**config.mk**
```make
export PLATFORM = sky130hd
export DESIGN_NAME = ita_fifo
export DESIGN_NICKNAME = d
export VERILOG_FILES = /design/src/design/ita_fifo.sv
export SDC_FILE = /design/constraint.sdc
export NUM_CORES = 1
export LEC_CHECK = 0
export ABC_CLOCK_PERIOD_IN_PS = 2650
export BUFFER_PORTS_ARGS = -buffer_cell sky130_fd_sc_hd__buf_2
export CAP_MARGIN = 20
export CORE_UTILIZATION = 46
export DETAILED_ROUTE_END_ITERATION = 10
export PLACE_DENSITY = 0.69
export SYNTH_ARGS = -nofsm -noshare
export SYNTH_HDL_FRONTEND = slang
export SYNTH_SLANG_ARGS = --single-unit
```
**constraint.sdc**
```tcl
create_clock -name clk_i -period 2.65 [get_ports clk_i]
set_clock_uncertainty 0.2 [all_clocks]
set_input_delay 0.6625 -clock clk_i [delete_from_list [all_inputs] [get_ports clk_i]]
set_output_delay 0.6625 -clock clk_i [all_outputs]
set_load 0.05 [all_outputs]
```
**src/design/ita_fifo.sv**
```systemverilog
// Synchronous FIFO, payload given by a type parameter
`timescale 1ns/1ps
`default_nettype none

module ita_fifo #(
  parameter type         data_t = logic,
  parameter int unsigned Depth  = 4
) (
  input  logic  clk_i,
  input  logic  rst_ni,
  input  logic  push_i,
  input  data_t data_i,
  output logic  full_o,
  input  logic  pop_i,
  output data_t data_o,
  output logic  empty_o
);

  localparam int unsigned PtrW = (Depth > 1) ? $clog2(Depth) : 1;

  typedef logic [PtrW-1:0]              ptr_t;
  typedef logic [$clog2(Depth+1)-1:0]   cnt_t;

  data_t mem_q [Depth];
  ptr_t  wptr_q, rptr_q;
  cnt_t  cnt_q;
  logic  do_push, do_pop;

  assign full_o  = (cnt_q == cnt_t'(Depth));
  assign empty_o = (cnt_q == '0);
  assign do_push = push_i && !full_o;
  assign do_pop  = pop_i && !empty_o;

  always_ff @(posedge clk_i) begin
    if (do_push) begin
      mem_q[wptr_q] <= data_i;
    end
  end

  always_ff @(posedge clk_i, negedge rst_ni) begin
    if (!rst_ni) begin
      wptr_q <= '0;
      rptr_q <= '0;
      cnt_q  <= '0;
    end else begin
      if (do_push) begin
        wptr_q <= (wptr_q == ptr_t'(Depth - 1)) ? '0 : wptr_q + 1'b1;
      end
      if (do_pop) begin
        rptr_q <= (rptr_q == ptr_t'(Depth - 1)) ? '0 : rptr_q + 1'b1;
      end
      if (do_push && !do_pop) cnt_q <= cnt_q + 1'b1;
      else if (!do_push && do_pop) cnt_q <= cnt_q - 1'b1;
    end
  end

  // Head entry straight from storage
  assign data_o = mem_q[rptr_q];

endmodule

`default_nettype wire

```
# --- Word level (Yosys, flattened, before mapping) ---
# Memory sizes are Yosys's and may differ from the RTL's.
# Index checks and enable logic that the tools add are counted.
op_classes:
  n_addsub: 4
  n_eq_ne: 3
  mux: 6
  n_reduce_logical: 10
op_table:
  columns: ["operator", "count"]
  rows:
  - ["$mux 3", 2]
  - ["$add 2x1->2 const B", 2]
  - ["$eq 2x2->1 const B", 2]
  - ["$logic_and 1x1->1", 4]
  - ["$logic_not 1->1", 4]
  - ["$mux 2", 2]
  - ["$add 3x1->3 const B", 1]
  - ["$eq 3x3->1 const B", 1]
  - ["$logic_not 3->1", 1]
  - ["$sub 3x1->3 const B", 1]
  - ["$mux 1", 2]
  - ["$reduce_bool 2->1", 1]
totals:
  regBits: 7
  ram_bits: 4
  inputBits: 5
  out_inout_bits: 3
  word_cells: 27
  memories: 1
mem_list:
  columns: ["memory", "words", "word_bits", "read_ports", "rd_ports_with_merged_regs", "wr", "line", "source"]
  rows:
  - ["mem_q", 4, 1, 1, 0, 1, "24", "data_t mem_q [Depth];"]

# --- Longest topological paths before layout ---
# Gate-level depths: netlist of run 1.
depth:
  ltp_word: 7
  ltp_mapped: 9
  ltp_nobuf: 8

# --- Worst setup path after synthesis of run 1 ---
# Ideal clock, no wire load.
synth_timing:
  kind: "reg2reg"
  startpoint: "register cnt_q[0]"
  endpoint: "register cnt_q[2]"
  setup_time_ps: 79
  t_arrival_ps: 2866
  required_ps: 2371
  setup_slack_ps: -495
  path_stages_with_launch: 9
  n_path_buf: 0
  synth_period_minus_slack_ps: 3145
  path_cell_list: "dfrtp_1 nor3_1 nand2b_2 ha_1 inv_1 fa_1 xor2_1 nor2_1 xor2_1"
synth_via:
  elab_chain_len: 6
  elab_cells_between_ends: 15
  classes_between: "add/sub (2); eq/ne (1); mux (2); reduce/logical (10)"
synth_lines:
  columns: ["item", "line", "source"]
  rows:
  - ["start: declaration", "26", "cnt_t cnt_q;"]
  - ["start signal: assignment", "52", "if (do_push && !do_pop) cnt_q <= cnt_q + 1'b1;"]
  - ["start signal: assignment", "53", "else if (!do_push && do_pop) cnt_q <= cnt_q - 1'b1;"]
  - ["$logic_not 3->1 *", "30", "assign empty_o = (cnt_q == '0);"]
  - ["net empty_o", "16", "output logic empty_o"]
  - ["$logic_not 1->1 *", "32", "assign do_pop = pop_i && !empty_o;"]
  - ["$logic_and 1x1->1 *", "32", null]
  - ["$logic_not 1->1", "52", null]
  - ["$logic_and 1x1->1", "52", null]
  - ["$mux 3 / $reduce_bool 2->1 (equally long branches)", null, null]
# The timed path passes the listed nets; every way through them passes the cells marked *. The select of a mux whose other input is x is not followed.
# A chain may end at the register's enable or synchronous reset.

# --- Worst setup path after layout of run 1 ---
layout_timing:
  startpoint: "register rptr_q[0]"
  endpoint: "output data_o"
layout_via:
  elab_chain_len: 1
layout_lines:
  columns: ["item", "line", "source"]
  rows:
  - ["start: declaration", "25", "ptr_t wptr_q, rptr_q;"]
  - ["start signal: assignment", "50", "rptr_q <= (rptr_q == ptr_t'(Depth - 1)) ? '0 : rptr_q + 1'b1;"]
  - ["$mem_v2 4x1", null, null]
  - ["end: declaration", "15", "output data_t data_o,"]
# Every way passes these cells.

==> results of run 1 <==
logic make-up (layout without fill, tap and decap cells):
family	Yosys count	after routing	synth area share
flops	11	11	0.493
simple gates	11	11	0.123
fa+ha+maj	7	7	0.159
mux	6	6	0.144
buf+inv	4	15	0.0376
xor+xnor	3	3	0.0438
sequential cells by signal, summed over array words and instances, names as in the netlist:
register and cells:
rptr_q 2, wptr_q 2, cnt_q 3, mem_q 4
Yosys cell counts:
cell type / count / area [µm²]
sky130_fd_sc_hd__dfrtp_1: 7 / 175
sky130_fd_sc_hd__ha_1: 6 / 75.1
sky130_fd_sc_hd__and2_2: 4 / 30.0
sky130_fd_sc_hd__edfxtp_1: 4 / 120
sky130_fd_sc_hd__inv_1: 3 / 11.3
sky130_fd_sc_hd__mux2_2: 3 / 33.8
sky130_fd_sc_hd__nor2_1: 3 / 11.3
sky130_fd_sc_hd__mux2_4: 2 / 30.0
sky130_fd_sc_hd__xor2_1: 2 / 17.5
sky130_fd_sc_hd__buf_6: 1 / 11.3
sky130_fd_sc_hd__fa_1: 1 / 20.0
sky130_fd_sc_hd__mux4_2: 1 / 22.5
sky130_fd_sc_hd__nand2b_2: 1 / 8.76
sky130_fd_sc_hd__nor2b_1: 1 / 6.26
sky130_fd_sc_hd__nor3_1: 1 / 5.00
sky130_fd_sc_hd__nor3b_2: 1 / 12.5
sky130_fd_sc_hd__xnor2_1: 1 / 8.76
cell usage in the layout, fill, tap and decap left out, types with 2 or more instances in the layout:
cell,netlist,final
sky130_fd_sc_hd__inv_1,3,3
sky130_fd_sc_hd__nor2_1,3,3
sky130_fd_sc_hd__dfrtp_1,7,7
sky130_fd_sc_hd__buf_2,0,7
sky130_fd_sc_hd__mux2_2,3,3
sky130_fd_sc_hd__ha_1,6,6
sky130_fd_sc_hd__clkbuf_4,0,3
sky130_fd_sc_hd__edfxtp_1,4,4
sky130_fd_sc_hd__mux2_4,2,2
sky130_fd_sc_hd__xor2_1,2,2
sky130_fd_sc_hd__and2_2,4,4
path summary, 6_finish.rpt:
| path | start | slack [ns] | cells past startpoint | to |
|---|---|---|---|---|
| worst max-delay path | rptr_q[0] | 0.37 | 2 | data_o |
| worst min-delay path | rst_ni | 0.009 | 1 | wptr_q[0] |
| worst max register to register | cnt_q[0] | 0.43 | 8 | cnt_q[2] |
| worst min register to register | rptr_q[1] | 0.38 | 1 | rptr_q[1] |
| max in group asynchronous | rst_ni | 2.09 | 1 | cnt_q[1] |
| min in group clk_i | rptr_q[1] | 0.38 | 1 | rptr_q[1] |
metrics by stage:
stage	power (mW)	util
floorplan	0.669	-
global placement	0.719	0.576
detailed placement	0.761	0.576
CTS	0.882	0.598
global route	0.935	0.598
finish	0.871	0.598
critical path, stage by stage (launching register included):
cell,delay [ns]
sky130_fd_sc_hd__dfrtp_1,0.41
sky130_fd_sc_hd__mux4_2,0.51
sky130_fd_sc_hd__buf_2,0.22
power by group through the flow:
stage | combinational, mW | sequential, mW | clock (mW)
global route | 0.451 | 0.355 | 0.129
finish | 0.413 | 0.343 | 0.115
global placement | 0.384 | 0.335 | 0
floorplan | 0.343 | 0.326 | 0
CTS | 0.419 | 0.343 | 0.120
detailed placement | 0.415 | 0.346 | 0
routing by layer:
layer  share of wire  track usage
met5               0            0
met4           0.037        0.134
met3           0.023       0.0349
met2            0.56        0.335
met1            0.38        0.167
cell type report:
cell class              instances  area share
multi-input cells              27       0.432
flip-flops and latches         11       0.427
inverters                       3      0.0163
repair buffers                  8      0.0615
well taps                      14      0.0253
clock buffers                   4      0.0380
==> impl_metrics.yaml, run 1 <==
sta:
  final.setup.worst_slack_ns: 0.372
  setup_violations: 0
  totalNegativeSetupSlack_ns: 0
  finalMaxSlewViolations: 0
  finalWorstPathRequiredPeriod_ns: 2.28
  rsz0062_at_grt: "false"
  max_freq_ghz: 0.439
  max_slew.worst_pin.slew_ns: 0.317
  slew-limit-headroom: 0.789
  final.period_utilization: 0.860
  finalHoldViolCount: 0
  worst_hold_slack_ns: 0.00922
place:
  postPlaceCellArea_um2: 666
  globalplace.congestion: 0.794
  worst_setup_slack_post_dpl_ns: 0.375
  portBuffers: 7
  detailed_place_hpwl_um: 776
  post-place-cells: 63
cells_and_area:
  register_area_um2: 295
  final_layout_size_suffix_gt1_frac: 0.453
  final.fill_count: 92
  num_antenna_cells: 0
  final_cells: 67
  finish.instance_area_um2: 692
  final_net_count: 66
  multi_input_gate_area_in_the_final_layout_um2: 299
  layout-area-overhead-vs-synth_pct: 15.4
pwr:
  internal_power_uw: 512
  comb_power_share: 0.474
  clockPowerShare: 0.132
  power.density_nw_per_um2: 1260
  cellLeakagePower_nw: 0.318
  part_of_the_total_power_dissipated_in_sequential_elements: 0.394
  power.share.switching: 0.413
  ir_worst_vdd_uv: 717
  total_switching_power_uw: 359
critical_path:
  worst_setup_path_end_kind: "primary output"
  worst_ep_required_time_ns: 1.79
  worstPathMaxFanout: 4
  crit_arrival_ns: 1.42
  timing_worst_setup_path_type: "reg2out"
  worstSetupStartpointType: "register"
job:
  cap_viol_max_count: 0
clock_network:
  clkSlewWorstSetupHoldPaths_ns: 0.07
  clock_sink_count: 11
  post-cts-setup-buffers: 0
  tritoncts: "yes"
  cts_root_buffer: "sky130_fd_sc_hd__clkbuf_4"
  clock_tree.buffer_depth: 2
  cts_inserted_buffers: 3
  cts-resized-gates: 0
  clock_latency_on_the_worst_skew_pair_ns: 0.27
  cts_hold_repair.buffers: 0
  clock_tree.htree_level_count: 1
floorplan:
  start_util: 0.518
  core-area_um2: 1160
  die_outline_width_um: 38.1
  floorplan.io_pins: 8
  die_area_um2: 1450
  dieHeight_um: 38.1
  row_count: 12
global_routing:
  grt_pass1_vias: 383
  wire_length_of_the_first_global_routing_pass_um: 1630
  gr-usage-all-layers: 0.179
  grt_antenna_before_repair: 0
  globalRoute.totalOverflow: 0
  grt_max_degree: 8
logic_synthesis:
  synth.lib_cells_used.distinct: 17
  syn_nets: 54
  post_synth.cell_area_avg_um2: 14.3
  synth_sequential_area_ratio: 0.493
  yosys_register_bits: 11
  synthCells: 42
  synth.yosys.warnings: 0
  syn_area_um2: 599
route:
  drt_first_pass_iters: 2
  drt_drc_violations_left: 0
  initialDrtViolationCount: 1
  drtAntennaViolNets: 0
  route.detailed.wl_per_inst_um: 14.4
  detail_route.vias_per_cell: 5.09
  routed_wirelength_um: 966
  vias: 341
hold_path:
  worstHoldPathType: "in2async"
outcome:
  outcome: "finished, final reports clean"
No activity file was read; power rests on OpenSTA's default activity.
==> run 2: changes to the inputs <==
- ABC_AREA: default -> 1
- PLACE_DENSITY: 0.69 -> 0.73
==> run 2 against run 1 <==
Compared with the run above:
- power fell by 3.2%
- combinational power rose by 4%
- synthesized cell count rose by 71%
- area after synthesis rose by 6.5%
- first-iteration DRC count rose to 5.0 times the previous value
- count of clock-buffer cells in the layout did not move
- sequential cell count did not move
- die area rose by 6.1%
- via count rose by 32%
- sequential power fell by 9.9%
- critical path depth rose by 2
- critical endpoint is now full_o
- largest power group unchanged
- highest routed layer unchanged
==> impl_metrics.yaml, run 2 <==
cells_and_area:
  register_area_um2: 295
  top_register: "mem_q"
  top_regs: "mem_q x4, cnt_q x3"
  final.fill_count: 128
  num_antenna_cells: 0
  final_layout_size_suffix_gt1_frac: 0.169
  layout.cells.most_common_list: "17 x sky130_fd_sc_hd__inv_1, 16 x sky130_fd_sc_hd__nand2_1, 7 x sky130_fd_sc_hd__dfrtp_1, 7 x sky130_fd_sc_hd__buf_2"
  layout-area-overhead-vs-synth_pct: 12.5
  multi_input_gate_area_in_the_final_layout_um2: 279
  largest_register_ff_count: 4
  final_net_count: 96
  layout.cells.most_common: "sky130_fd_sc_hd__inv_1"
  finish.instance_area_um2: 718
clock_network:
  clock_tree.htree_level_count: 1
  clock_sink_count: 11
  cts_root_buffer: "sky130_fd_sc_hd__clkbuf_4"
  cts_hold_repair.buffers: 0
  clock_tree.buffer_depth: 2
  cts-resized-gates: 0
  cts_inserted_buffers: 3
  post-cts-setup-buffers: 0
  tritoncts: "yes"
  clock_latency_on_the_worst_skew_pair_ns: 0.26
  clkSlewWorstSetupHoldPaths_ns: 0.07
logic_synthesis:
  post-synth-top-area-cell: "sky130_fd_sc_hd__dfrtp_1"
  syn_nets: 84
  yosys-top-cells-area: "sky130_fd_sc_hd__dfrtp_1 27%, sky130_fd_sc_hd__edfxtp_1 19%, sky130_fd_sc_hd__ha_1 12%, sky130_fd_sc_hd__inv_1 10%, sky130_fd_sc_hd__nand2_1 9.4%"
  synth_flop_cell: "sky130_fd_sc_hd__dfrtp_1"
  synth_sequential_area_ratio: 0.463
  syn_area_um2: 638
  synth.lib_cells_used.distinct: 17
  post_synth.cell_area_avg_um2: 8.86
  synthMostInstantiatedCell: "sky130_fd_sc_hd__inv_1"
  synth_edf_count: 4
  synth_top_cells_by_count: "17 x sky130_fd_sc_hd__inv_1, 16 x sky130_fd_sc_hd__nand2_1, 7 x sky130_fd_sc_hd__dfrtp_1, 6 x sky130_fd_sc_hd__ha_1, 6 x sky130_fd_sc_hd__nor2_1"
  asr_flop_ratio_synth: 0.636
  synth.yosys.warnings: 0
  synth.top_cell.area_share: 0.275
  synthCells: 72
  yosys_register_bits: 11
sta:
  worst_hold_slack_ns: 0.0219
  finalWorstPathRequiredPeriod_ns: 2.14
  slew-limit-headroom: 0.836
  finalMaxSlewViolations: 0
  final.period_utilization: 0.806
  totalNegativeSetupSlack_ns: 0
  max_freq_ghz: 0.468
  max_slew.worst_pin.slew_ns: 0.248
  setup_violations: 0
  final.setup.worst_slack_ns: 0.514
  finalHoldViolCount: 0
  rsz0062_at_grt: "false"
floorplan:
  floorplan.io_pins: 8
  start_util: 0.490
  row_count: 13
  dieHeight_um: 39.2
  die_outline_width_um: 39.2
  die_area_um2: 1540
  core-area_um2: 1300
pwr:
  ir_worst_vdd_uv: 609
  power.density_nw_per_um2: 1170
  cellLeakagePower_nw: 0.395
  total_power_uw: 843
route:
  vias: 450
  drt_first_pass_iters: 2
  detail_route.vias_per_cell: 4.59
  initialDrtViolationCount: 5
  drtAntennaViolNets: 0
  route.detailed.wl_per_inst_um: 8.80
  routed_wirelength_um: 862
  drt_drc_violations_left: 0
critical_path:
  crit_arrival_ns: 1.27
  cpMostUsedCell: "sky130_fd_sc_hd__inv_1"
  worst-path-buf-inv: 3
  worst_ep_required_time_ns: 1.79
  timing_worst_setup_path_type: "reg2out"
  standard_cell_with_the_maximum_stage_delay_on_the_critical_path: "sky130_fd_sc_hd__dfrtp_1"
  crit_chain: "inv_1, nand3_2, inv_1, buf_2"
  worst_path_dominant_cell_family: "buffers and inverters"
  worstPathMaxFanout: 4
  worstSetupStartpointType: "register"
  cpPeakStageDelay_ns: 0.40
  worst_setup_path_end_kind: "primary output"
place:
  detailed_place_hpwl_um: 732
  portBuffers: 7
  worst_setup_slack_post_dpl_ns: 0.531
  globalplace.congestion: 0.815
  postPlaceCellArea_um2: 692
job:
  cap_viol_max_count: 0
outcome:
  outcome: "finished, final reports clean"
global_routing:
  grt_antenna_before_repair: 0
  globalRoute.totalOverflow: 0
  grt_pass1_vias: 397
  grt_max_degree: 8
  gr-usage-all-layers: 0.155
  wire_length_of_the_first_global_routing_pass_um: 1550
hold_path:
  worstHoldPathType: "in2async"
==> run 2: cell types whose count changed in the layout (fill, tap and decap cells not counted), sizes merged, moves of 2 or more <==
cell / delta
nand2: +18
nor2: +3
nand3: +7
and2: -4
mux2: -5
inv: +14
xor2: -2
==> run 2: cell type report <==
class | count | area share
clock buffers | 4 | 0.0366
inverters | 17 | 0.0889
multi-input cells | 44 | 0.389
flip-flops and latches | 11 | 0.411
well taps | 15 | 0.0261
repair buffers | 7 | 0.0488
==> run 2: report_power, final <==
part	total [mW]	switching, mW	internal (mW)	leakage, nW
combinational	0.429	0.281	0.148	0.258
clock	0.106	0.0477	0.0579	0.0150
sequential	0.309	0.0629	0.246	0.122
total	0.843	0.391	0.452	0.395
==> run 2: cell families after synthesis <==
family | share of synthesized area
AOI/OAI and AO/OA | 0.0274
xor gates and xnor gates | 0.0137
adders and majority gates | 0.149
buffers and inverters | 0.100
DFF | 0.463
and+or+nand+nor | 0.247
==> run 2: layer usage <==
layer / vias up / global-route usage / wire length, µm
li1: 243 / - / -
met2: 5 / 0.225 / 404
met4: 0 / 0.0776 / 12
met1: 200 / 0.214 / 423
met5: - / 0 / 0
met3: 2 / 0.0347 / 21
==> run 2: path summary, 6_finish.rpt <==
path	startpoint	endpoint	slack (ns)	depth (start not counted)
worst max-delay path	cnt_q[1]	full_o	0.51	4
worst min-delay path	rst_ni	cnt_q[0]	0.02	1
worst max register to register	cnt_q[1]	cnt_q[1]	0.64	9
worst min register to register	cnt_q[2]	cnt_q[2]	0.33	2
max in group asynchronous	rst_ni	rptr_q[0]	2.06	1
min in group clk_i	cnt_q[2]	cnt_q[2]	0.33	2
==> run 2: worst reg2reg max path, delay by kind of cell (launching register included) <==
family | cells | cell delay, ns
and+or+nand+nor | 3 | 0.34
AOI/OAI and AO/OA | 1 | 0.08
buffers and inverters | 3 | 0.26
adders and majority gates | 2 | 0.61
DFF | 1 | 0.40
==> run 2: stage by stage <==
stage | util | cells
2_1_floorplan | - | 72
3_3_place_gp | 0.532 | 94
3_5_place_dp | 0.532 | 94
4_1_cts | 0.552 | 98
5_1_grt | 0.552 | 98
6_report | 0.552 | 98
