===== src/design/ita_ctrl_pkg.sv =====
// Job configuration, requantization fields, counter types and limits
// Controller phases
package ita_ctrl_pkg;

  // Maximum number of inner tiles
  localparam int unsigned KMax = 4;
  // Output FIFO depth
  localparam int unsigned FifoDepth = 4;

  typedef logic [7:0] eps_mult_t;
  typedef logic [4:0] right_shift_t;
  typedef logic signed [7:0] add_t;

  // Holds K-1 and the tile index
  typedef logic [$clog2(KMax)-1:0] tile_cnt_t;
  // Holds R-1
  typedef logic [7:0] row_cnt_t;
  // Rows in flight or waiting in the FIFO
  typedef logic [$clog2(FifoDepth+1)-1:0] credit_cnt_t;

  typedef struct packed {
    tile_cnt_t    tiles_m1;
    row_cnt_t     rows_m1;
    eps_mult_t    eps_mult;
    right_shift_t right_shift;
    add_t         add;
    logic         relu_en;
  } ctrl_t;

  typedef enum logic [1:0] {
    Idle,
    Bias,
    Load,
    Compute
  } step_e;

endpackage


===== src/design/ita_controller.sv =====
// Job sequencing FSM with tile, row and output credit counters
`timescale 1ns/1ps
`default_nettype none

module ita_controller (
  input  logic                      clk_i,
  input  logic                      rst_ni,
  input  logic                      start_i,
  input  ita_ctrl_pkg::ctrl_t       cfg_i,
  input  logic                      inp_valid_i,
  output logic                      inp_ready_o,
  input  logic                      weight_valid_i,
  output logic                      weight_ready_o,
  input  logic                      bias_valid_i,
  output logic                      bias_ready_o,
  input  logic                      pop_i,
  output logic                      busy_o,
  output logic                      bias_we_o,
  output logic                      weight_we_o,
  output ita_ctrl_pkg::tile_cnt_t   tile_idx_o,
  output logic                      calc_en_o,
  output logic                      first_tile_o,
  output logic                      last_tile_o
);

  import ita_ctrl_pkg::*;

  step_e       step_q, step_d;
  tile_cnt_t   tile_q, tile_d;
  row_cnt_t    row_q, row_d;
  credit_cnt_t credit_q, credit_d;
  logic        rows_done_q, rows_done_d;
  logic        inp_hs, weight_hs, bias_hs;
  logic        row_start, last_tile;
  logic        calc_en_q, first_tile_q, last_tile_q;

  assign bias_ready_o   = (step_q == Bias);
  assign weight_ready_o = (step_q == Load);
  // A new row needs a free FIFO slot, chunks of a started row always pass
  assign inp_ready_o    = (step_q == Compute) && !rows_done_q &&
                          ((tile_q != '0) || (credit_q < FifoDepth));

  assign inp_hs    = inp_valid_i && inp_ready_o;
  assign weight_hs = weight_valid_i && weight_ready_o;
  assign bias_hs   = bias_valid_i && bias_ready_o;

  assign last_tile = (tile_q == cfg_i.tiles_m1);
  assign row_start = inp_hs && (tile_q == '0);

  always_comb begin
    credit_d = credit_q;
    if (row_start && !pop_i) begin
      credit_d = credit_q + 1'b1;
    end else if (!row_start && pop_i) begin
      credit_d = credit_q - 1'b1;
    end
  end

  always_comb begin
    step_d      = step_q;
    tile_d      = tile_q;
    row_d       = row_q;
    rows_done_d = rows_done_q;
    unique case (step_q)
      Idle: begin
        if (start_i) begin
          step_d      = Bias;
          tile_d      = '0;
          row_d       = '0;
          rows_done_d = 1'b0;
        end
      end
      Bias: begin
        if (bias_hs) step_d = Load;
      end
      Load: begin
        if (weight_hs) begin
          if (last_tile) begin
            step_d = Compute;
            tile_d = '0;
          end else begin
            tile_d = tile_q + 1'b1;
          end
        end
      end
      Compute: begin
        if (inp_hs) begin
          if (last_tile) begin
            tile_d = '0;
            if (row_q == cfg_i.rows_m1) rows_done_d = 1'b1;
            else row_d = row_q + 1'b1;
          end else begin
            tile_d = tile_q + 1'b1;
          end
        end
        // Job ends once every row has left the FIFO
        if (rows_done_d && (credit_d == '0)) step_d = Idle;
      end
      default: step_d = Idle;
    endcase
  end

  always_ff @(posedge clk_i, negedge rst_ni) begin
    if (!rst_ni) begin
      step_q       <= Idle;
      tile_q       <= '0;
      row_q        <= '0;
      credit_q     <= '0;
      rows_done_q  <= 1'b0;
      calc_en_q    <= 1'b0;
      first_tile_q <= 1'b0;
      last_tile_q  <= 1'b0;
    end else begin
      step_q       <= step_d;
      tile_q       <= tile_d;
      row_q        <= row_d;
      credit_q     <= credit_d;
      rows_done_q  <= rows_done_d;
      // Aligned with the registered weight read and input sample
      calc_en_q    <= inp_hs;
      first_tile_q <= inp_hs && (tile_q == '0);
      last_tile_q  <= inp_hs && last_tile;
    end
  end

  assign busy_o       = (step_q != Idle);
  assign bias_we_o    = bias_hs;
  assign weight_we_o  = weight_hs;
  assign tile_idx_o   = tile_q;
  assign calc_en_o    = calc_en_q;
  assign first_tile_o = first_tile_q;
  assign last_tile_o  = last_tile_q;

endmodule

`default_nettype wire


===== config.mk =====
export PLATFORM = sky130hd
export DESIGN_NAME = ita_controller
export DESIGN_NICKNAME = d
export VERILOG_FILES = /design/src/design/ita_ctrl_pkg.sv /design/src/design/ita_controller.sv
export SDC_FILE = /design/constraint.sdc
export NUM_CORES = 1
export LEC_CHECK = 0
export ABC_AREA = 1
export BUFFER_PORTS_ARGS = -buffer_cell sky130_fd_sc_hd__buf_2
export CORE_MARGIN = 1.5
export CORE_UTILIZATION = 49
export CTS_CLUSTER_SIZE = 25
export DETAILED_ROUTE_END_ITERATION = 10
export HOLD_SLACK_MARGIN = 0.12
export PLACE_DENSITY = 0.79
export SLEW_MARGIN = 30
export SYNTH_ARGS = -nofsm -noshare
export SYNTH_HDL_FRONTEND = slang
export SYNTH_SLANG_ARGS = --single-unit

===== constraint.sdc =====
create_clock -name clk_i -period 1.95 [get_ports clk_i]
set_clock_uncertainty 0.1 [all_clocks]
set_input_delay 0.2925 -clock clk_i [delete_from_list [all_inputs] [get_ports clk_i]]
set_output_delay 0.2925 -clock clk_i [all_outputs]
set_load 0.01 [all_outputs]

Word level (Yosys, flattened, before mapping)
Cells that the tools add are included.

Register bits: 19. Bits of input ports: 39. Output and inout bits: 11. Logic and storage cells: 75.

Add/subtract/negate cells: 4. Order comparisons: 1. Equality and inequality tests: 13. Multiplexer cells: 24. Reduce and logical (&&, ||, !) cells: 25.

Operators with widths (number): two-way mux 8 bit (4); two-way mux 2 bit (9); one-hot mux 8 bit (2 select lines) (1); logical AND 1 bit (10); AND reduction 5 bit (2); adder 8 x 1 -> 8 bit (second input constant) (1); == test 8 bit (1); inequality test 2 x 1 -> 1 bit (second input constant) (4); inequality test 2 bit (second input constant) (4); one-hot mux 2 bit (4 select lines) (1); two-way mux 3 bit (2); one-hot mux 2 bit (3 select lines) (1); nonzero test 2 bit (3); two-way mux 1 bit (5); == test 2 bit (second input constant) (2); logical NOT 2 bit (2); AND reduction 4 bit (1); adder 3 x 1 -> 3 bit (second input constant) (1); logical NOT 1 bit (3); logical NOT 3 bit (1); < comparator 3 bit (second input constant) (1); nonzero test 3 bit (1); subtractor 3 x 1 -> 3 bit (second input constant) (1); adder 2 x 1 -> 2 bit (second input constant) (1); other kinds (5) (5).

Depth between registers and ports, before layout
Gate-level depths: netlist of run 1.

Word-level depth: 13. Mapped depth: 15.

Worst setup path after synthesis of run 1
Ideal clock, no wire load.

Path type: reg-to-reg. Start: register tile_q[0], in the netlist tile_idx_o[0]. End: register step_q[0]. Library setup time: 0.117 ns. Arrival: 1.655 ns. Required time: 1.733 ns. Path slack: 0.078 ns. Stages on the path, launching flop included: 15. Path buffers: 0. Period minus slack after synthesis: 1.872 ns. Cells stage by stage: dfrtp_1 inv_1 ha_1 nand2_1 inv_1 nor2_4 nand4_2 nand2_1 nand2_1 nand2_1 nand4_1 nand2_1 nand2_1 nand2_1 nand2_1.

Longest elaborated chain between the ends: 13. Elaborated cells between the ends (all ways): 20.

Ends and longest elaborated chain: start: declaration (RTL line ita_controller.sv:29) `tile_cnt_t tile_q, tile_d;`; start signal: assignment (RTL line ita_controller.sv:115) `tile_q <= tile_d;`; nonzero test 2 bit * (RTL line ita_controller.sv:41) `((tile_q != '0) || (credit_q < FifoDepth));`; logical OR 1 bit * (RTL line ita_controller.sv:41); logical AND 1 bit * (RTL line ita_controller.sv:40) `assign inp_ready_o = (step_q == Compute) && !rows_done_q &&`; via inp_ready_o (RTL line ita_controller.sv:11) `output logic inp_ready_o,`; logical AND 1 bit * (RTL line ita_controller.sv:43) `assign inp_hs = inp_valid_i && inp_ready_o;`; logical AND 1 bit (RTL line ita_controller.sv:48) `assign row_start = inp_hs && (tile_q == '0);`; logical NOT 1 bit (RTL line ita_controller.sv:54) `end else if (!row_start && pop_i) begin`; logical AND 1 bit (RTL line ita_controller.sv:54); two-way mux 3 bit (RTL line ita_controller.sv:54); two-way mux 3 bit (RTL line ita_controller.sv:52) `if (row_start && !pop_i) begin`; logical NOT 3 bit (RTL line ita_controller.sv:97) `if (rows_done_d && (credit_d == '0)) step_d = Idle;`; logical AND 1 bit * (RTL line ita_controller.sv:97); inequality test 2 x 1 -> 1 bit (no line) *; AND reduction 5 bit (no line) *; end signal: assignment (RTL line ita_controller.sv:105) `step_q <= Idle;`; end signal: assignment (RTL line ita_controller.sv:114) `step_q <= step_d;`; end: declaration (RTL line ita_controller.sv:28) `step_e step_q, step_d;`.

Mark *: on every way through the listed nets, which the timed path passes. The rest lies on a longest branch. The select of a mux whose other input is x is not followed. A chain may end at the register's enable or synchronous reset.

Final worst setup path of run 1
Start: register tile_q[0], in the netlist tile_idx_o[0]. End: register step_q[1].

Longest elaborated chain between the ends: 13. Elaborated cells between the ends (all ways): 20.

Ends and longest elaborated chain (RTL line): nonzero test 2 bit (ita_controller.sv:41); logical OR 1 bit (ita_controller.sv:41); logical AND 1 bit (ita_controller.sv:40); logical AND 1 bit (ita_controller.sv:43); logical AND 1 bit (ita_controller.sv:48); logical NOT 1 bit (ita_controller.sv:54); logical AND 1 bit (ita_controller.sv:54); two-way mux 3 bit (ita_controller.sv:54); two-way mux 3 bit (ita_controller.sv:52); logical NOT 3 bit (ita_controller.sv:97); logical AND 1 bit (ita_controller.sv:97); inequality test 2 x 1 -> 1 bit (no line); AND reduction 5 bit (no line) *.

Mark *: on every way between the ends. The rest lies on a longest branch, timed or not. The select of a mux whose other input is x is not followed.

==> metrics.md, run 1 <==
| Metric | Value |
|---|---|
| Worst hold slack | 0.219 ns |
| Final std cells w/o fill | 260 |
| Netlist Area Pre-Place | 1360 um2 |
| Die W | 55.6 um |
| Core box area | 2540 um2 |
| Mapped Cells | 188 |
| Largest family of logic cells by synthesized area | simple AND/OR/NAND/NOR gates |
| Post-route ant nets | 0 |
| Drt wl/cell | 11.2 um |
| Crit Path Class | flop to flop |
| Post-DR vias/cell | 4.95 |
| Final wirelength | 2920 um |
| RSZ-0062 raised after global routing | yes |
| Synth Area in Adders | 0.0922 |
| Slew HR | 0.709 |
| CP required | 2.07 ns |
| Reg power frac | 0.274 |
| Area delta synth->final | 26.9% |
| Crit path max fanout | 3 |
| Most frequent cells in the layout | nand2_1 (54), inv_1 (31), buf_2 (27), dfrtp_1 (19) |
| Clk pin slew, worst setup/hold paths | 0.12 ns |
| Root buf cell | clkbuf_4 |
| Peak VDD IR | 987 uV |
| Grt met3 use | 0.0349 |
| Final Slew Violations | 0 |
| Tot GR Track Use | 0.199 |
| CTS tree | built |
| Outcome | finished, final reports clean |
| Fin crit share | 0.963 |
| Ant diodes | 0 |
| Count of final setup violators | 0 |
| I/O pins | 50 |
| Worst Tran Pin Value | 0.437 ns |
| Initial antenna violation count | 0 |
| Nets | 280 |
| H-tree Lvls | 1 |
| Final HPWL DP | 2090 um |
| Share of post-route cells with drive strength above 1 | 0.309 |
| Vias | 1287 |
| P_int | 1.10 mW |
| #FFs+latches synth | 19 |
| Busiest layer in global routing | met2 |
| Die area | 3100 um2 |
| Final Power | 2.06 mW |
| Grt total ovfl | 0 |
| Chip height | 55.6 um |
| First DRT Iteration DRCs | 31 |
| XOR/XNOR share of the synthesized area | 0.0516 |
| Largest net degree at the start of global routing | 20 |
| Seq/Total Area, Yosys | 0.350 |
| Port bufs | 27 |
| Clk sink count | 19 |
| Mux cell area share after synthesis | 0 |
| Met1 GRT Util | 0.271 |
| Final Hold Viols | 0 |
| Post-route setup TNS | 0 ns |
| Post-Synth Simple-Gate Area | 0.316 |
| Clock Latency Late Sink | 0.32 ns |
| Power Dens Cells | 1200 nW/um2 |
| Placed cell areas | 1560 um2 |
| Ys Warns | 0 |
| Worst Setup End Kind | flop |
| Global-route wire length before repair | 4840 um |
| Max frequency | 0.532 GHz |
| Tmin final | 1.88 ns |
| Number of global-route vias before repair | 1123 |
| Commonest non-fill, non-tap cell in the layout | nand2_1 |
| Sw frac | 0.467 |
| Synthesized area per cell | 7.22 um2 |
| Distinct cells, synth | 24 |
| 1st-pass router iterations | 4 |
| Worst Path Arrival | 2.00 ns |
| Placed Cells | 249 |
| Final instance area | 1720 um2 |
| Compound-Gate Fraction of Synth Area | 0.0719 |
| Standard-cell row count | 18 |
| CP Launch Type | flop |
| Max-cap violations | 0 |
| Clock power frac | 0.106 |
| Lkg Pwr | 0.953 nW |
| CTS buffer count | 3 |
| Switch Pwr | 964 uW |
| Maximum buffer depth of the clock tree | 2 |
| Hold/Removal Path Class | input pin to flop |
| # DRC | 0 |
| Gp weighted congestion | 0.798 |
| Starting density of the core | 0.533 |
| Combinational Power Share | 0.620 |
| Syn_nets | 237 |
| Met2 usage | 0.303 |
[flip-flops by register name (all words and copies together), names as in the netlist]
signal        cells
credit_q          3
first_tile_o      1
rows_done_q       1
tile_idx_o        2
calc_en_o         1
row_q             8
step_q            2
last_tile_o       1
[metrics by stage]
step	setup slack, ns	util
after detailed placement	0.0199	0.614
final	0.0714	0.677
after CTS	0.0137	0.636
after floorplan	0.0784	-
after global routing	-0.0986	0.677
after global placement	0.0345	0.614
[synth_stat cells]
master     n  area, um2
dfrtp_1   19        475
nor2_4     2       22.5
xnor2_1    5       43.8
ha_1      10        125
a21oi_1    1       5.00
o31ai_1    4       30.0
o22ai_1    1       6.26
or2_2      1       6.26
nand2_1   59        221
xor2_1     3       26.3
inv_2      1       3.75
a221oi_1   1       8.76
nand2_2    3       18.8
inv_1     36        135
a211oi_1   1       7.51
nand2_4    1       11.3
nor3_1     3       15.0
clkbuf_2   2       10.0
buf_6      1       11.3
nand4_2    1       12.5
nor2_1     7       26.3
nand3_1   14       70.1
o21ai_0    8       40.0
nand4_1    4       25.0
[metal layers]
layer,wire length [um],vias to the layer above
li1,-,671
met1,1370,581
met2,1350,30
met3,132,5
met4,63,0
met5,0,-
[cells by family (layout without fill, tap and decap cells)]
kind of cell    after synthesis  in the layout
fa+ha+maj                    10             10
flops                        19             19
compound gates               16             16
xor+xnor                      8              8
buf+inv                      40             82
simple gates                 95             95
[power groups by stage]
stage,logic (mW),registers [mW],clock network (mW)
finish,1.28,0.566,0.219
global placement,1.03,0.558,0
detailed placement,1.04,0.562,0
floorplan,0.728,0.574,0
global route,1.44,0.582,0.240
CTS,1.09,0.551,0.225
[worst paths after layout]
check                           endpoint  slack [ns]           from  cells past startpoint
setup / recovery               step_q[1]        0.07  tile_idx_o[0]                     14
hold / removal               credit_q[2]        0.22          pop_i                      5
setup reg to reg               step_q[1]        0.07  tile_idx_o[0]                     14
hold reg to reg                 row_q[5]        0.42       row_q[5]                      2
max in group asynchronous       row_q[7]        1.10         rst_ni                      2
min in group asynchronous  tile_idx_o[1]        0.34         rst_ni                      2
[critical path: stages (launching register included)]
cell and delay, ns:
dfrtp_1 0.40, inv_2 0.07, ha_4 0.18, nand2_2 0.08
inv_2 0.05, nor2_4 0.15, nand2_4 0.07, nor2_4 0.14
nand3_2 0.09, nand2_2 0.08, nand4_1 0.10, nand2_2 0.12
nand2_2 0.05, nand2_1 0.07, nand2_1 0.05
[area by class of cell]
cell class	instances	area, um2
clock buffers	3	22.5
well taps	30	37.5
fillers	207	822
clock inverters	1	5.00
multi-input cells	129	798
inverters	37	141
flip-flops and latches	19	475
repair buffers	41	243
[repair_timing]
item	4_1_cts	5_1_grt
buffers inserted	1	5
hold endpoints to repair	19	0
pin swaps	1	12
endpoints found under the setup margin	1	13
hold buffers	1	0
gates resized for setup	2	21
(Power assumes the default switching activity.)
==> run 2, diff against run 1 <==
--- a/config.mk
+++ b/config.mk
@@ -5,7 +5,6 @@
 export SDC_FILE = /design/constraint.sdc
 export NUM_CORES = 1
 export LEC_CHECK = 0
-export ABC_AREA = 1
 export BUFFER_PORTS_ARGS = -buffer_cell sky130_fd_sc_hd__buf_2
 export CORE_MARGIN = 1.5
 export CORE_UTILIZATION = 49
==> metrics.md, run 2 <==
| Metric | Value |
|---|---|
| Final Hold Viols | 0 (unchanged) |
| Final wirelength | 4160 um (was 2920 um) |
| Power Dens Cells | 1190 nW/um2 (was 1200 nW/um2) |
| Synthesized area per cell | 9.33 um2 (was 7.22 um2) |
| Main flop type after synthesis | dfrtp_1 (unchanged) |
| Yosys top cell area share | 0.340 (was 0.350) |
| Clk sink count | 19 (unchanged) |
| Slew HR | 0.691 (was 0.709) |
| Clock power frac | 0.082 (was 0.106) |
| Post-synth top cells | dfrtp_1 (19), nor2_1 (13), xnor2_1 (13) (was nand2_1 (59), inv_1 (36), dfrtp_1 (19)) |
| RSZ-0062 raised after global routing | yes (unchanged) |
| Crit Path Class | flop to flop (unchanged) |
| First DRT Iteration DRCs | 69 (was 31) |
| Fin crit share | 1.18 (was 0.963) |
| Final instance area | 2200 um2 (was 1720 um2) |
| Initial antenna violation count | 0 (unchanged) |
| Number of flops mapped to enable cells by yosys | 0 (unchanged) |
| Final worst setup slack | -0.360 ns (was 0.0714 ns) |
| Crit path max fanout | 3 (unchanged) |
| Global-route wire length before repair | 6350 um (was 4840 um) |
| Max frequency | 0.433 GHz (was 0.532 GHz) |
| CP required | 2.05 ns (was 2.07 ns) |
| Peak VDD IR | 1400 uV (was 987 uV) |
| Distinct cells, synth | 41 (was 24) |
| Port bufs | 27 (unchanged) |
| Core box area | 2730 um2 (was 2540 um2) |
| Count leader, synth | dfrtp_1 (was nand2_1) |
| Flip-flop count of the largest register after layout | 8 (unchanged) |
| Tot GR Track Use | 0.254 (was 0.199) |
| Max-cap violations | 0 (unchanged) |
| Drt wl/cell | 16.3 um (was 11.2 um) |
| Largest net degree at the start of global routing | 20 (unchanged) |
| Area delta synth->final | 57.4% (was 26.9%) |
| 1st-pass router iterations | 4 (unchanged) |
| CTS buffer count | 3 (unchanged) |
| Syn_nets | 199 (was 237) |
| Final HPWL DP | 2840 um (was 2090 um) |
| Post-synth top area cell | dfrtp_1 (unchanged) |
| Placed cell areas | 1920 um2 (was 1560 um2) |
| Number of global-route vias before repair | 1465 (was 1123) |
| Share of post-route cells with drive strength above 1 | 0.529 (was 0.309) |
| Outcome | finished, violations left (was finished, final reports clean) |
| Final core area utilization | 0.805 (was 0.677) |
| Final Slew Violations | 0 (unchanged) |
| Largest regs | row_q (8), credit_q (3) (unchanged) |
| Chip height | 56.4 um (was 55.6 um) |
| Post-route ant nets | 0 (unchanged) |
| Die W | 56.4 um (was 55.6 um) |
| Nets | 275 (was 280) |
| Clk pin slew, worst setup/hold paths | 0.12 ns (about the same) |
| Maximum buffer depth of the clock tree | 2 (unchanged) |
| Root buf cell | clkbuf_4 (unchanged) |
| Commonest non-fill, non-tap cell in the layout | buf_4 (was nand2_1) |
| Post-route setup TNS | -2.49 ns (was 0 ns) |
| Hold/Removal Path Class | input pin to flop (unchanged) |
| Tmin final | 2.31 ns (was 1.88 ns) |
| Failing checks | setup timing |
| Worst Path Arrival | 2.41 ns (was 2.00 ns) |
| # DRC | 0 (unchanged) |
| Switch Pwr | 1.11 mW (was 964 uW) |
| CP Launch Type | flop (unchanged) |
| Grt total ovfl | 0 (unchanged) |
| Top reg by flops | row_q (unchanged) |
| Clock Latency Late Sink | 0.31 ns (was 0.32 ns) |
| Mapped Cells | 150 (was 188) |
| I/O pins | 50 (unchanged) |
| H-tree Lvls | 1 (unchanged) |
| Final std cells w/o fill | 256 (was 260) |
| Largest cells by area after synthesis | dfrtp_1 (34%), ha_1 (8.9%), xnor2_1 (8.1%) (was dfrtp_1 (35%), nand2_1 (16%), inv_1 (10%)) |
| CTS tree | built (unchanged) |
| #FFs+latches synth | 19 (unchanged) |
| Die area | 3180 um2 (was 3100 um2) |
| Gp weighted congestion | 0.868 (was 0.798) |
| Async SR Flop Fraction | 1.00 (unchanged) |
| Vias | 1389 (was 1287) |
| Count of final setup violators | 12 (was 0) |
| Ys Warns | 0 (unchanged) |
| Placed Cells | 243 (was 249) |
| Reg power frac | 0.215 (was 0.274) |
| Starting density of the core | 0.512 (was 0.533) |
| Post-DR vias/cell | 5.43 (was 4.95) |
| Ant diodes | 0 (unchanged) |
| Seq/Total Area, Yosys | 0.340 (was 0.350) |
| Lkg Pwr | 0.998 nW (was 0.953 nW) |
| Standard-cell row count | 19 (was 18) |
| Combinational Power Share | 0.703 (was 0.620) |
| Sw frac | 0.423 (was 0.467) |
| Netlist Area Pre-Place | 1400 um2 (was 1360 um2) |
| Worst Setup End Kind | flop (unchanged) |
| Most frequent cells in the layout | buf_4 (39), buf_2 (24), dfrtp_1 (17), xnor2_1 (13), nand2_1 (12) (was nand2_1 (54), inv_1 (31), buf_2 (27), dfrtp_1 (19)) |
| P_int | 1.51 mW (was 1.10 mW) |
| Worst Tran Pin Value | 0.463 ns (was 0.437 ns) |
## run 2: path summary, 6_finish.rpt
path	start	end	slack [ns]	cells past startpoint
max	row_q[3]	step_q[1]	-0.36	6
min	pop_i	credit_q[0]	0.29	3
max reg2reg	row_q[3]	step_q[1]	-0.36	6
min reg2reg	row_q[7]	row_q[7]	0.57	3
max in group asynchronous	rst_ni	tile_idx_o[0]	1.06	2
min in group asynchronous	rst_ni	row_q[0]	0.35	2
## run 2: kinds of logic (layout without fill, tap and decap cells)
group	count (synthesis)	in the layout	synth area share
adder cells (fa/ha/maj)	10	10	0.0894
AND/OR/NAND/NOR	56	56	0.220
XOR/XNOR	15	15	0.0939
multiplexers	7	7	0.0537
AO/OA/AOI/OAI	28	28	0.163
flip-flops	19	19	0.340
buffers and inverters	15	90	0.0402
## run 2: worst max-delay path, stage by stage (launching register included)
cell	delay (ns)
dfrtp_1	0.42
xnor2_1	0.19
nand4_1	0.26
o41ai_2	0.41
a41oi_2	0.21
a2111oi_4	0.27
mux2_4	0.33
## run 2: power by group through the flow
| stage | Sequential, mW | Combinational, mW | Clock (mW) |
|---|---|---|---|
| final | 0.564 | 1.84 | 0.215 |
| after global routing | 0.571 | 1.98 | 0.234 |
| after CTS | 0.556 | 1.54 | 0.215 |
| after detailed placement | 0.561 | 1.44 | 0 |
| after global placement | 0.553 | 1.37 | 0 |
| after floorplan | 0.576 | 0.807 | 0 |
## run 2: per-stage QoR
stage          power [mW]  hold slack (ns)  setup WS (ns)
2_1_floorplan        1.38           -0.103         -0.230
3_3_place_gp         1.92            0.164         -0.278
3_5_place_dp         2.00            0.173         -0.401
4_1_cts              2.31            0.291         -0.366
5_1_grt              2.78            0.293         -0.481
6_report             2.62            0.294         -0.360
## run 2: final cells by class
cell class / count / area (um2)
clock buffers: 3 / 22.5
inverters: 12 / 47.5
repair buffers: 74 / 536
multi-input cells: 116 / 1070
fillers: 175 / 532
clock inverters: 1 / 5.00
flip-flops and latches: 19 / 478
well taps: 31 / 38.8
## run 2: routing by layer
| layer | GRT usage | vias up | routed length, um |
|---|---|---|---|
| li1 | - | 673 | - |
| met2 | 0.463 | 33 | 2260 |
| met1 | 0.301 | 675 | 1720 |
| met3 | 0.0253 | 8 | 118 |
| met4 | 0.102 | 0 | 62 |
| met5 | 0 | - | 0 |
## run 2: what timing repair did
| item | CTS | global route |
|---|---|---|
| endpoints found under the setup margin | 16 | 17 |
| hold endpoints to repair | 19 | 0 |
| hold buffers | 1 | 0 |
| pin swaps | 13 | 6 |
| gates resized for setup | 20 | 28 |
| buffers inserted | 2 | 7 |
